File: config.mk
export PLATFORM = sky130hd
export DESIGN_NAME = lenet_conv_unit
export DESIGN_NICKNAME = d
export VERILOG_FILES = /design/src/logic/lenet_pkg.sv /design/src/logic/kernel_if.sv /design/src/logic/approx_mul8.sv /design/src/logic/weight_bank.sv /design/src/logic/window_mac.sv /design/src/logic/relu_requant.sv /design/src/logic/lenet_conv_unit.sv
export SDC_FILE = /design/constraint.sdc
export NUM_CORES = 1
export LEC_CHECK = 0
export BUFFER_PORTS_ARGS = -buffer_cell sky130_fd_sc_hd__clkbuf_2
export CORE_ASPECT_RATIO = 0.8
export CORE_UTILIZATION = 30
export CTS_BUF_LIST = sky130_fd_sc_hd__clkbuf_4 sky130_fd_sc_hd__clkbuf_8 sky130_fd_sc_hd__clkbuf_16
export CTS_CLUSTER_SIZE = 25
export DETAILED_ROUTE_END_ITERATION = 8
export HOLD_SLACK_MARGIN = 0.12
export PLACE_DENSITY = 0.49
export SLEW_MARGIN = 5
export SYNTH_ARGS = -nofsm -noshare
export SYNTH_HDL_FRONTEND = slang
export SYNTH_SLANG_ARGS = --single-unit
File: constraint.sdc
create_clock -name clk -period 22.8 [get_ports clk]
set_clock_uncertainty 0.2 [all_clocks]
set_input_delay 4.56 -clock clk [delete_from_list [all_inputs] [get_ports clk]]
set_output_delay 4.56 -clock clk [all_outputs]
set_load 0.01 [all_outputs]
File: src/logic/lenet_pkg.sv
package lenet_pkg;

    localparam int PIX_W  = 8;
    localparam int PROD_W = 16;
    localparam int ACC_W  = 24;  // Holds a full 5x5 window of 16-bit products with room to spare.

    typedef logic [PIX_W-1:0]  pix_t;
    typedef logic [PROD_W-1:0] prod_t;
    typedef logic [ACC_W-1:0]  acc_t;
    typedef logic signed [15:0] bias_t;
    typedef logic [2:0]        shift_t;

    // Addresses 0 and up select kernel weights in row-major order.
    localparam logic [4:0] CFG_BIAS_ADDR  = 5'd30;
    localparam logic [4:0] CFG_SHIFT_ADDR = 5'd31;

endpackage

File: src/logic/kernel_if.sv
`timescale 1ns/1ps

interface kernel_if #(parameter int KERNEL_K = 5);
    import lenet_pkg::*;

    logic [$clog2(KERNEL_K)-1:0] row_sel;
    pix_t                        row_weights [KERNEL_K];  // Follows row_sel in the same cycle.
    bias_t                       bias;
    shift_t                      shift;

    modport bank (
        input  row_sel,
        output row_weights, bias, shift
    );

    modport datapath (
        output row_sel,
        input  row_weights
    );

    modport post (
        input bias, shift
    );

endinterface

File: src/logic/approx_mul8.sv
`timescale 1ns/1ps

module approx_mul8 (
    input  lenet_pkg::pix_t  x,
    input  lenet_pkg::pix_t  y,
    output lenet_pkg::prod_t z
);
    import lenet_pkg::*;

    pix_t        pp [PIX_W];  // Partial product of y for each bit of x.
    logic [12:0] np [6];      // Compressed terms built from partial products 0 to 5.
    prod_t       total;

    always_comb begin
        for (int i = 0; i < PIX_W; i++) begin
            pp[i] = y & {PIX_W{x[i]}};
        end
    end

    // Each compressed bit merges two neighbouring partial-product bits of equal weight.
    // Any bit of rows 0 to 5 that is not listed below is dropped.
    always_comb begin
        for (int k = 0; k < 6; k++) begin
            np[k] = '0;
        end

        np[0][2]  = pp[0][2] | pp[1][1];
        np[0][4]  = pp[0][4] & pp[1][3];
        np[0][5]  = pp[2][3] & pp[3][2];
        np[0][6]  = pp[4][1] ^ pp[5][0];
        np[0][7]  = pp[0][7] & pp[1][6];
        np[0][8]  = pp[0][7] | pp[1][6];
        np[0][9]  = pp[2][7] ^ pp[3][6];
        np[0][10] = pp[2][7] & pp[3][6];
        np[0][11] = pp[4][6] & pp[5][5];
        np[0][12] = pp[5][7];

        np[1][4]  = pp[0][4] | pp[1][3];
        np[1][5]  = pp[4][1] & pp[5][0];
        np[1][7]  = pp[4][2] | pp[5][1];
        np[1][8]  = pp[2][5] ^ pp[3][4];
        np[1][9]  = pp[4][5] ^ pp[5][4];
        np[1][10] = pp[3][7];
        np[1][11] = pp[4][7] & pp[5][6];

        np[2][7]  = pp[4][3] | pp[5][2];
        np[2][8]  = pp[2][6] & pp[3][5];
        np[2][10] = pp[4][5] & pp[5][4];
        np[2][11] = pp[4][7] | pp[5][6];

        np[3][8]  = pp[2][6] | pp[3][5];
        np[3][10] = pp[4][6] ^ pp[5][5];

        np[4][8]  = pp[4][4] & pp[5][3];

        np[5][8]  = pp[4][4] | pp[5][3];
    end

    // The two top rows are added exactly, which keeps pixels of 64 and 128 exact.
    always_comb begin
        total = prod_t'({pp[6], 6'b0}) + prod_t'({pp[7], 7'b0});
        for (int k = 0; k < 6; k++) begin
            total = total + prod_t'(np[k]);
        end
    end

    assign z = total;

endmodule

File: src/logic/weight_bank.sv
`timescale 1ns/1ps

module weight_bank #(
    parameter int KERNEL_K = 5
) (
    input  logic        clk,
    input  logic        rst_n,
    input  logic        cfg_write,
    input  logic [4:0]  cfg_addr,
    input  logic [15:0] cfg_data,
    kernel_if.bank      kif
);
    import lenet_pkg::*;

    localparam int NUM_W = KERNEL_K * KERNEL_K;

    pix_t   weights [NUM_W];
    bias_t  bias_q;
    shift_t shift_q;

    always_ff @(posedge clk or negedge rst_n) begin
        if (!rst_n) begin
            for (int i = 0; i < NUM_W; i++) begin
                weights[i] <= '0;
            end
            bias_q  <= '0;
            shift_q <= '0;
        end else if (cfg_write) begin
            for (int i = 0; i < NUM_W; i++) begin
                if (cfg_addr == 5'(i)) weights[i] <= cfg_data[PIX_W-1:0];
            end
            if (cfg_addr == CFG_BIAS_ADDR) bias_q <= bias_t'(cfg_data);
            if (cfg_addr == CFG_SHIFT_ADDR) shift_q <= cfg_data[2:0];  // Other addresses are ignored.
        end
    end

    always_comb begin
        for (int c = 0; c < KERNEL_K; c++) begin
            kif.row_weights[c] = weights[int'(kif.row_sel) * KERNEL_K + c];
        end
    end

    assign kif.bias  = bias_q;
    assign kif.shift = shift_q;

endmodule

File: src/logic/window_mac.sv
`timescale 1ns/1ps

module window_mac #(
    parameter int KERNEL_K = 5
) (
    input  logic              clk,
    input  logic              rst_n,
    input  logic              row_valid,
    input  lenet_pkg::pix_t   row_pixels [KERNEL_K],
    kernel_if.datapath        kif,
    output logic              sum_valid,
    output lenet_pkg::acc_t   sum
);
    import lenet_pkg::*;

    localparam int ROW_W = $clog2(KERNEL_K);

    pix_t             pix_q [KERNEL_K];
    logic             pix_valid;
    logic [ROW_W-1:0] row_cnt;  // Index of the row now held in pix_q.
    logic             last_row;
    prod_t            prod [KERNEL_K];
    prod_t            prod_q [KERNEL_K];
    logic             prod_valid;
    logic             prod_last;
    acc_t             row_total;
    acc_t             acc;

    assign kif.row_sel = row_cnt;
    assign last_row    = (row_cnt == ROW_W'(KERNEL_K - 1));

    always_ff @(posedge clk) begin
        if (row_valid) pix_q <= row_pixels;
    end

    always_ff @(posedge clk or negedge rst_n) begin
        if (!rst_n) begin
            pix_valid <= 1'b0;
            row_cnt   <= '0;
        end else begin
            pix_valid <= row_valid;
            if (pix_valid) row_cnt <= last_row ? '0 : row_cnt + 1'b1;
        end
    end

    for (genvar c = 0; c < KERNEL_K; c++) begin : g_mul
        approx_mul8 mul0 (
            .x (pix_q[c]),
            .y (kif.row_weights[c]),
            .z (prod[c])
        );
    end

    always_ff @(posedge clk) begin
        if (pix_valid) prod_q <= prod;
    end

    always_ff @(posedge clk or negedge rst_n) begin
        if (!rst_n) begin
            prod_valid <= 1'b0;
            prod_last  <= 1'b0;
        end else begin
            prod_valid <= pix_valid;
            prod_last  <= pix_valid && last_row;
        end
    end

    always_comb begin
        row_total = '0;
        for (int c = 0; c < KERNEL_K; c++) begin
            row_total = row_total + acc_t'(prod_q[c]);
        end
    end

    // The last row hands the window total to the output and starts the next window from zero.
    always_ff @(posedge clk or negedge rst_n) begin
        if (!rst_n) begin
            acc       <= '0;
            sum       <= '0;
            sum_valid <= 1'b0;
        end else begin
            sum_valid <= prod_valid && prod_last;
            if (prod_valid) begin
                if (prod_last) begin
                    sum <= acc + row_total;
                    acc <= '0;
                end else begin
                    acc <= acc + row_total;
                end
            end
        end
    end

endmodule

File: src/logic/relu_requant.sv
`timescale 1ns/1ps

module relu_requant (
    input  logic            clk,
    input  logic            rst_n,
    input  logic            sum_valid,
    input  lenet_pkg::acc_t sum,
    kernel_if.post          kif,
    output logic            result_valid,
    output lenet_pkg::pix_t result
);
    import lenet_pkg::*;

    localparam int BIASED_W = ACC_W + 2;  // Sign bit plus one bit of carry.

    logic signed [BIASED_W-1:0] biased;
    logic [BIASED_W-1:0]        shifted;
    pix_t                       clamped;

    always_comb begin
        biased = $signed({2'b00, sum}) + BIASED_W'(kif.bias);
        if (biased < 0) begin
            shifted = '0;  // ReLU.
        end else begin
            shifted = biased >> kif.shift;
        end
        clamped = (|shifted[BIASED_W-1:PIX_W]) ? '1 : shifted[PIX_W-1:0];
    end

    always_ff @(posedge clk or negedge rst_n) begin
        if (!rst_n) result_valid <= 1'b0;
        else        result_valid <= sum_valid;
    end

    always_ff @(posedge clk) begin
        if (sum_valid) result <= clamped;
    end

endmodule

File: src/logic/lenet_conv_unit.sv
`timescale 1ns/1ps

module lenet_conv_unit #(
    parameter int KERNEL_K = 5
) (
    input  logic            clk,
    input  logic            rst_n,
    input  logic            cfg_write,
    input  logic [4:0]      cfg_addr,
    input  logic [15:0]     cfg_data,
    input  logic            row_valid,
    input  lenet_pkg::pix_t row_pixels [KERNEL_K],
    output logic            result_valid,
    output lenet_pkg::pix_t result
);
    import lenet_pkg::*;

    logic sum_valid;
    acc_t sum;  // Window total before bias and requantization.

    kernel_if #(.KERNEL_K(KERNEL_K)) kif0 ();

    weight_bank #(.KERNEL_K(KERNEL_K)) bank0 (
        .clk       (clk),
        .rst_n     (rst_n),
        .cfg_write (cfg_write),
        .cfg_addr  (cfg_addr),
        .cfg_data  (cfg_data),
        .kif       (kif0.bank)
    );

    window_mac #(.KERNEL_K(KERNEL_K)) mac0 (
        .clk        (clk),
        .rst_n      (rst_n),
        .row_valid  (row_valid),
        .row_pixels (row_pixels),
        .kif        (kif0.datapath),
        .sum_valid  (sum_valid),
        .sum        (sum)
    );

    relu_requant post0 (
        .clk          (clk),
        .rst_n        (rst_n),
        .sum_valid    (sum_valid),
        .sum          (sum),
        .kif          (kif0.post),
        .result_valid (result_valid),
        .result       (result)
    );

endmodule

==> summary.txt, run 1 <==
Run status
  – Outcome: completed

Worst setup path
  – Slowest cell on crit path: ha_4
  – Crit path max fanout: 48
  – Critical setup path kind: reg -> reg
  – Crit end category: flip-flop
  – CP Launch Point: mac0.kif.row_sel[1]$_DFFE_PN0P_
  – Max stage delay on crit path: 970 ps
  – Crit path launch type: flip-flop
  – Critical path's top delay family: adder cells
  – Worst reg2reg path startpoint: mac0.kif.row_sel[1]$_DFFE_PN0P_
  – Number of buffers and inverters on the critical path: 4
  – CP cell instances: clkinv_1 > ha_4 > buf_4 > mux4_2 > mux4_2 > a21oi_1 > inv_1 > nand2_1 > fa_1 > fa_1 > fa_1 > fa_1 > inv_1 > ha_1 > a21o_1 > a21oi_1 > o21bai_1 > a21oi_1 > o21bai_1 > a21oi_1 > xnor2_1
  – Critical Path RT: 22950 ps
  – Arrival time worst endpoint: 9000 ps

Synth
  – Top-area cell type share of the netlist area: 0.215
  – Cells after Synth: 2657
  – Synth Area in XOR/XNOR: 0.0245
  – Syn_nets: 3098
  – Mapped Area: 31500 um2
  – Cell variety after synth: 80
  – Top post-synthesis cells by count: dfrtp_1, mux2_2, inv_1, ha_1, mux4_2
  – Avg Cell Area, Syn: 11.9 um2
  – Adder-cell share of the synthesized area: 0.184
  – Syn. warnings: 0
  – Simple-gate share of the synthesized area: 0.0781
  – Seq/Total Area, Yosys: 0.323
  – Asr flop ratio synth: 0.706
  – Synth area leader: dfrtp_1
  – Post-synthesis mux area share: 0.260
  – Synth Area in Compound Gates: 0.0832
  – Most used DFF post-synth: dfrtp_1
  – Area contributors post-synth: dfrtp_1, mux4_2, edfxtp_1
  – Largest family of logic cells by synthesized area: multiplexers
  – Seq cells post-synth: 384
  – Cell with the most instances after synthesis: dfrtp_1
  – Number of synthesized flops with an enable pin: 113

CTS
  – Clock-pin slew on the worst setup and hold paths: 60 ps
  – Post-CTS sizing: 0
  – CTS tree: built
  – Sink Count: 384
  – TritonCTS buffer count: 47
  – Skew-Pair Late Insertion Delay: 620 ps
  – Clock Tree Root: clkbuf_16
  – Clk buf depth: 3
  – H-tree levels: 2
  – # Post-CTS Setup Buffers: 0
  – Hold_buf cts: 0

Floorplanning
  – Core footprint: 103000 um2
  – Initial core utilization: 0.305
  – Height of the die: 292 um
  – Ports: 74
  – Die width: 364 um
  – Die ar.: 106000 um2
  – Row cnt: 105

Finish
  – P&R area growth vs syn: 11.4%
  – Layout cells sized above 1: 0.254
  – Reg area: 10200 um2
  – Area of the multi-input gates: 19900 um2
  – Nets@finish: 3137
  – Ant. Diodes: 0
  – Fill cell count: 10320

Global route
  – Vias in the first global route: 22458
  – GRT Residual Overflow: 0
  – Largest net degree at the start of global routing: 164
  – Initial antenna violation count: 4
  – Global Route Usage Sum: 0.176
  – Global-route wire length before repair: 142000 um

Hold path
  – Hold_sp: mac0.sum[15]$_DFFE_PN0P_
  – Worst hold path type: reg -> reg

Drt
  – Antenna-violating nets left: 0
  – # DRC: 0
  – Pre-antenna DRT Iters: 5
  – Mean routed wirelength per cell: 22.6 um
  – Routed WL: 93000 um
  – DRT iter0 DRCs: 2111
  – Via count: 22208
  – DR vias/cell: 5.38

STA
  – # setup viols final: 0
  – Slew HR: 0.208
  – Final hold vios: 0
  – Setup TNS: 0 ps
  – Max Slew Vio Count: 0
  – Worst Tran Pin Value: 1190 ps
  – Fmax: 0.113 GHz
  – Unrepaired setup endpoints after global routing: no
  – Min Clock Period, post-route: 8850 ps
  – Final period util: 0.388

Job
  – MaxCap Viol Count: 0

Place
  – IO buf count: 73
  – Gpl congestion: 0.902
  – Post-DP HPWL: 70100 um
## logic make-up after synthesis
logic type,Yosys count
multiplexers,524
AND/OR/NAND/NOR,507
AO/OA/AOI/OAI,409
flip-flops,384
adder cells (fa/ha/maj),376
buffers and inverters,369
XOR/XNOR,88
## cell type report
type / instances / area share
Multi-Input combinational cell: 1904 / 0.568
Tap cell: 1391 / 0.0496
Inverter: 250 / 0.0267
Clock inverter: 28 / 0.00934
Clock buffer: 59 / 0.0376
Timing Repair Buffer: 109 / 0.0188
Sequential cell: 384 / 0.290
## metal layers
| layer | up-vias | global-route usage | routed length, um |
|---|---|---|---|
| met2 | 831 | 0.247 | 38500 |
| li1 | 9813 | - | - |
| met3 | 118 | 0.0408 | 7650 |
| met4 | 2 | 0.0474 | 2300 |
| met1 | 11444 | 0.267 | 44500 |
| met5 | - | 0 | 12 |
## worst paths after layout
| kind | to | slack [ps] | cells past startpoint |
|---|---|---|---|
| hold reg to reg | mac0.sum[15]$_DFFE_PN0P_ | 290 | 2 |
| max in group asynchronous | bank0.weights[187]$_DFFE_PN0P_ | 16970 | 2 |
| hold / removal | mac0.sum[15]$_DFFE_PN0P_ | 290 | 2 |
| setup / recovery | mac0.prod_q[31]$_DFFE_PP_ | 13950 | 21 |
| setup reg to reg | mac0.prod_q[31]$_DFFE_PP_ | 13950 | 21 |
| min in group asynchronous | post0.result_valid$_DFF_PN0_ | 3810 | 1 |
## state kept, by name (all words and copies together), names as in the netlist
signal,count
mac0.pix_q,40
mac0.sum_valid,1
bank0.weights,200
post0.result_valid,1
bank0.kif.bias,16
bank0.kif.shift,3
mac0.pix_valid,1
mac0.prod_valid,1
mac0.kif.row_sel,3
mac0.acc,22
mac0.prod_last,1
mac0.sum,22
post0.result,8
mac0.prod_q,65
## worst min-delay path, stage by stage (launching register included)
cell,delay [ps]
dfrtp_1,350
nand2_1,50
o21ai_0,60
## cells in the final DEF, fill, tap and decap left out, types with 18 or more instances in the layout
cell type and instances:
edfxtp_1 113, and2_1 60, mux4_2 210, xnor2_1 58, mux2_2 259, buf_4 35, a21o_1 18, clkbuf_2 72
a31oi_1 21, ha_1 230, nor2_1 129, dfrtp_1 268, inv_1 245, o22ai_1 23, fa_1 144, a22oi_1 19
o21ai_0 82, clkbuf_16 49, nor3_1 26, o21bai_1 18, nand2_1 163, nor2b_1 33, nand2b_1 30, mux2i_1 55
xor2_1 24, a21oi_1 127
## stage by stage
step,utilization,cell area (um2),hold WS [ps],worst slack [ps],cells
after floorplan,-,31500,253,15260,2657
after global placement,0.324,33400,273,14130,4038
after detailed placement,0.324,33400,277,13990,4038
after CTS,0.340,35100,295,13940,4125
after global routing,0.340,35100,316,13450,4125
final,0.340,35100,294,13950,4125
Power of run 1 is not shown: default switching activity piles up to over one toggle a cycle in this logic, so the estimate is an artifact.
==> run 2: changes to the inputs <==
--- a/config.mk
+++ b/config.mk
@@ -5,6 +5,7 @@
 export SDC_FILE = /design/constraint.sdc
 export NUM_CORES = 1
 export LEC_CHECK = 0
+export ABC_AREA = 1
 export BUFFER_PORTS_ARGS = -buffer_cell sky130_fd_sc_hd__clkbuf_2
 export CORE_ASPECT_RATIO = 0.8
 export CORE_UTILIZATION = 30
@@ -12,7 +13,7 @@
 export CTS_CLUSTER_SIZE = 25
 export DETAILED_ROUTE_END_ITERATION = 8
 export HOLD_SLACK_MARGIN = 0.12
-export PLACE_DENSITY = 0.49
+export PLACE_DENSITY = 0.51
 export SLEW_MARGIN = 5
 export SYNTH_ARGS = -nofsm -noshare
 export SYNTH_HDL_FRONTEND = slang
==> constraint.sdc (replaced) <==
create_clock -name clk -period 7.3 [get_ports clk]
set_clock_uncertainty 0.2 [all_clocks]
set_input_delay 1.46 -clock clk [delete_from_list [all_inputs] [get_ports clk]]
set_output_delay 1.46 -clock clk [all_outputs]
set_load 0.01 [all_outputs]
==> summary.txt, run 2 <==
Synth
  – Syn. warnings: 0
  – Avg Cell Area, Syn: 7.57 um2
  – Area contributors post-synth: dfrtp_1, nand2_1, edfxtp_1
  – Cell variety after synth: 57
  – Seq/Total Area, Yosys: 0.326
  – Number of synthesized flops with an enable pin: 113
  – Cells after Synth: 4123
  – Synth area leader: dfrtp_1
  – Most used DFF post-synth: dfrtp_1
  – Top-area cell type share of the netlist area: 0.217
  – Asr flop ratio synth: 0.706
  – Top post-synthesis cells by count: nand2_1, inv_1, o21ai_0, dfrtp_1, ha_1
  – Syn_nets: 4564
  – Mapped Area: 31200 um2
  – Seq cells post-synth: 384
  – Cell with the most instances after synthesis: nand2_1

STA
  – Slew HR: 0.314
  – Final hold vios: 0
  – Final period util: 0.951
  – Unrepaired setup endpoints after global routing: no
  – # setup viols final: 0
  – Min Clock Period, post-route: 6940 ps
  – Setup TNS: 0 ps
  – Fmax: 0.144 GHz
  – Post-route worst setup slack: 357 ps
  – Worst Tran Pin Value: 1030 ps
  – Max Slew Vio Count: 0

Drt
  – Via count: 27504
  – DR vias/cell: 4.94
  – DRT iter0 DRCs: 2660
  – Mean routed wirelength per cell: 19.4 um
  – Pre-antenna DRT Iters: 6
  – # DRC: 0
  – Antenna-violating nets left: 0
  – Routed WL: 108000 um

Floorplanning
  – Height of the die: 291 um
  – Die width: 363 um
  – Ports: 74
  – Row cnt: 105
  – Core footprint: 103000 um2
  – Initial core utilization: 0.303
  – Die ar.: 105000 um2

CTS
  – TritonCTS buffer count: 48
  – Clock Tree Root: clkbuf_16
  – Skew-Pair Late Insertion Delay: 630 ps
  – Clock-pin slew on the worst setup and hold paths: 60 ps
  – # Post-CTS Setup Buffers: 0
  – CTS tree: built
  – Clk buf depth: 3
  – H-tree levels: 2
  – Hold_buf cts: 0
  – Sink Count: 384
  – Post-CTS sizing: 0

Worst setup path
  – Critical setup path kind: reg -> reg
  – Crit path max fanout: 6
  – RR Endpoint: mac0.prod_q[47]$_DFFE_PP_
  – Max stage delay on crit path: 550 ps
  – R2R cell count: 26
  – Slowest cell on crit path: fa_1
  – Critical Path RT: 7450 ps
  – Slack of the worst reg-to-reg path: 360 ps
  – Worst reg2reg path startpoint: mac0.kif.row_sel[0]$_DFFE_PN0P_
  – Arrival time worst endpoint: 7100 ps
  – Crit end category: flip-flop
  – Crit path launch type: flip-flop

Finish
  – P&R area growth vs syn: 11.7%
  – Biggest register: bank0.weights
  – Top flop regs: bank0.weights (200), mac0.prod_q (65), mac0.pix_q (40)
  – Layout cells sized above 1: 0.0678
  – Ant. Diodes: 0
  – Fill cell count: 10976
  – Nets@finish: 4580
  – Commonest cells after routing, fill and taps aside: nand2_1, inv_1, o21ai_0
  – Fin area: 34900 um2
  – Finished Layout Cells: 5567
  – Commonest non-fill, non-tap cell in the layout: nand2_1
  – Max FFs per register: 200

Hold path
  – Hold Path Depth: 2
  – Hold endpoint: mac0.acc[18]$_DFFE_PN0P_
  – Hold_sp: mac0.acc[18]$_DFFE_PN0P_
  – Worst hold path type: reg -> reg

Job
  – MaxCap Viol Count: 0

Global route
  – GRT Residual Overflow: 0
  – Initial antenna violation count: 1
  – Vias in the first global route: 26116
  – Global-route wire length before repair: 165000 um
  – Global Route Usage Sum: 0.206
  – Largest net degree at the start of global routing: 140

Place
  – Gpl congestion: 0.947
  – IO buf count: 73
  – Dpl cell area: 33200 um2
  – Placed Cells: 5480
  – Post-DP HPWL: 84600 um
  – DP Worst Slack: 492 ps

Run status
  – Outcome: completed
==> run 2: changes by cell type after synthesis, moves of 39 or more <==
| cell | change |
|---|---|
| a21oi_1 | +56 |
| and2_1 | -56 |
| inv_1 | +320 |
| mux2_2 | -252 |
| mux2i_1 | -52 |
| mux4_2 | -210 |
| nand2_1 | +1000 |
| nand3_1 | +146 |
| nor2_1 | +99 |
| o21ai_0 | +437 |
| o21ai_1 | +39 |
| xnor2_1 | -48 |
==> run 2: per-stage QoR <==
step	utilization	hold slack [ps]
6_report	0.339	282
5_1_grt	0.339	296
4_1_cts	0.339	288
3_5_place_dp	0.323	273
3_3_place_gp	0.323	267
2_1_floorplan	-	253
==> run 2: cell type report <==
| class | count | area [um2] | share of cell area |
|---|---|---|---|
| well taps | 1391 | 1740 | 0.0499 |
| repair buffers | 145 | 1020 | 0.0291 |
| multi-input cells | 2976 | 18100 | 0.518 |
| flip-flops and latches | 384 | 10200 | 0.292 |
| inverters | 584 | 2190 | 0.0629 |
| clock inverters | 24 | 333 | 0.00954 |
| clock buffers | 63 | 1360 | 0.0391 |
==> run 2: per-layer routing <==
layer,vias to the layer above,global-route usage,share of wire
li1,13487,-,-
met1,13071,0.321,0.51
met2,828,0.295,0.41
met3,118,0.0341,0.068
met4,0,0.0421,0.020
met5,-,0,0
==> run 2: critical path: cells and delay by family (launching register included) <==
family                   cells  cell delay, ps
flip-flops                   1             530
XOR/XNOR                     1             130
adder cells (fa/ha/maj)      8            3390
AND/OR/NAND/NOR              8             940
buffers and inverters        4             460
AO/OA/AOI/OAI                5            1000
==> run 2: how the worst max path moves through the flow <==
stage	startpoint	endpoint	cells after the start	slack (ps)
floorplan	mac0.kif.row_sel[0]$_DFFE_PN0P_	mac0.prod_q[30]$_DFFE_PP_	29	700
global placement	mac0.kif.row_sel[0]$_DFFE_PN0P_	mac0.prod_q[47]$_DFFE_PP_	26	570
detailed placement	mac0.kif.row_sel[0]$_DFFE_PN0P_	mac0.prod_q[47]$_DFFE_PP_	26	490
CTS	mac0.kif.row_sel[0]$_DFFE_PN0P_	mac0.prod_q[47]$_DFFE_PP_	26	460
global route	mac0.kif.row_sel[0]$_DFFE_PN0P_	mac0.prod_q[31]$_DFFE_PP_	28	50
finish	mac0.kif.row_sel[0]$_DFFE_PN0P_	mac0.prod_q[47]$_DFFE_PP_	26	360
==> run 2: cell families (layout without fill, tap and decap cells) <==
logic type,after synthesis,in the layout,share of synthesized area
simple gates,1609,1609,0.205
compound gates,906,906,0.162
buf+inv,763,816,0.0958
flops,384,384,0.326
fa+ha+maj,376,376,0.185
xor+xnor,75,75,0.0226
mux,10,10,0.00349
Power of run 2 is left out for the same reason.
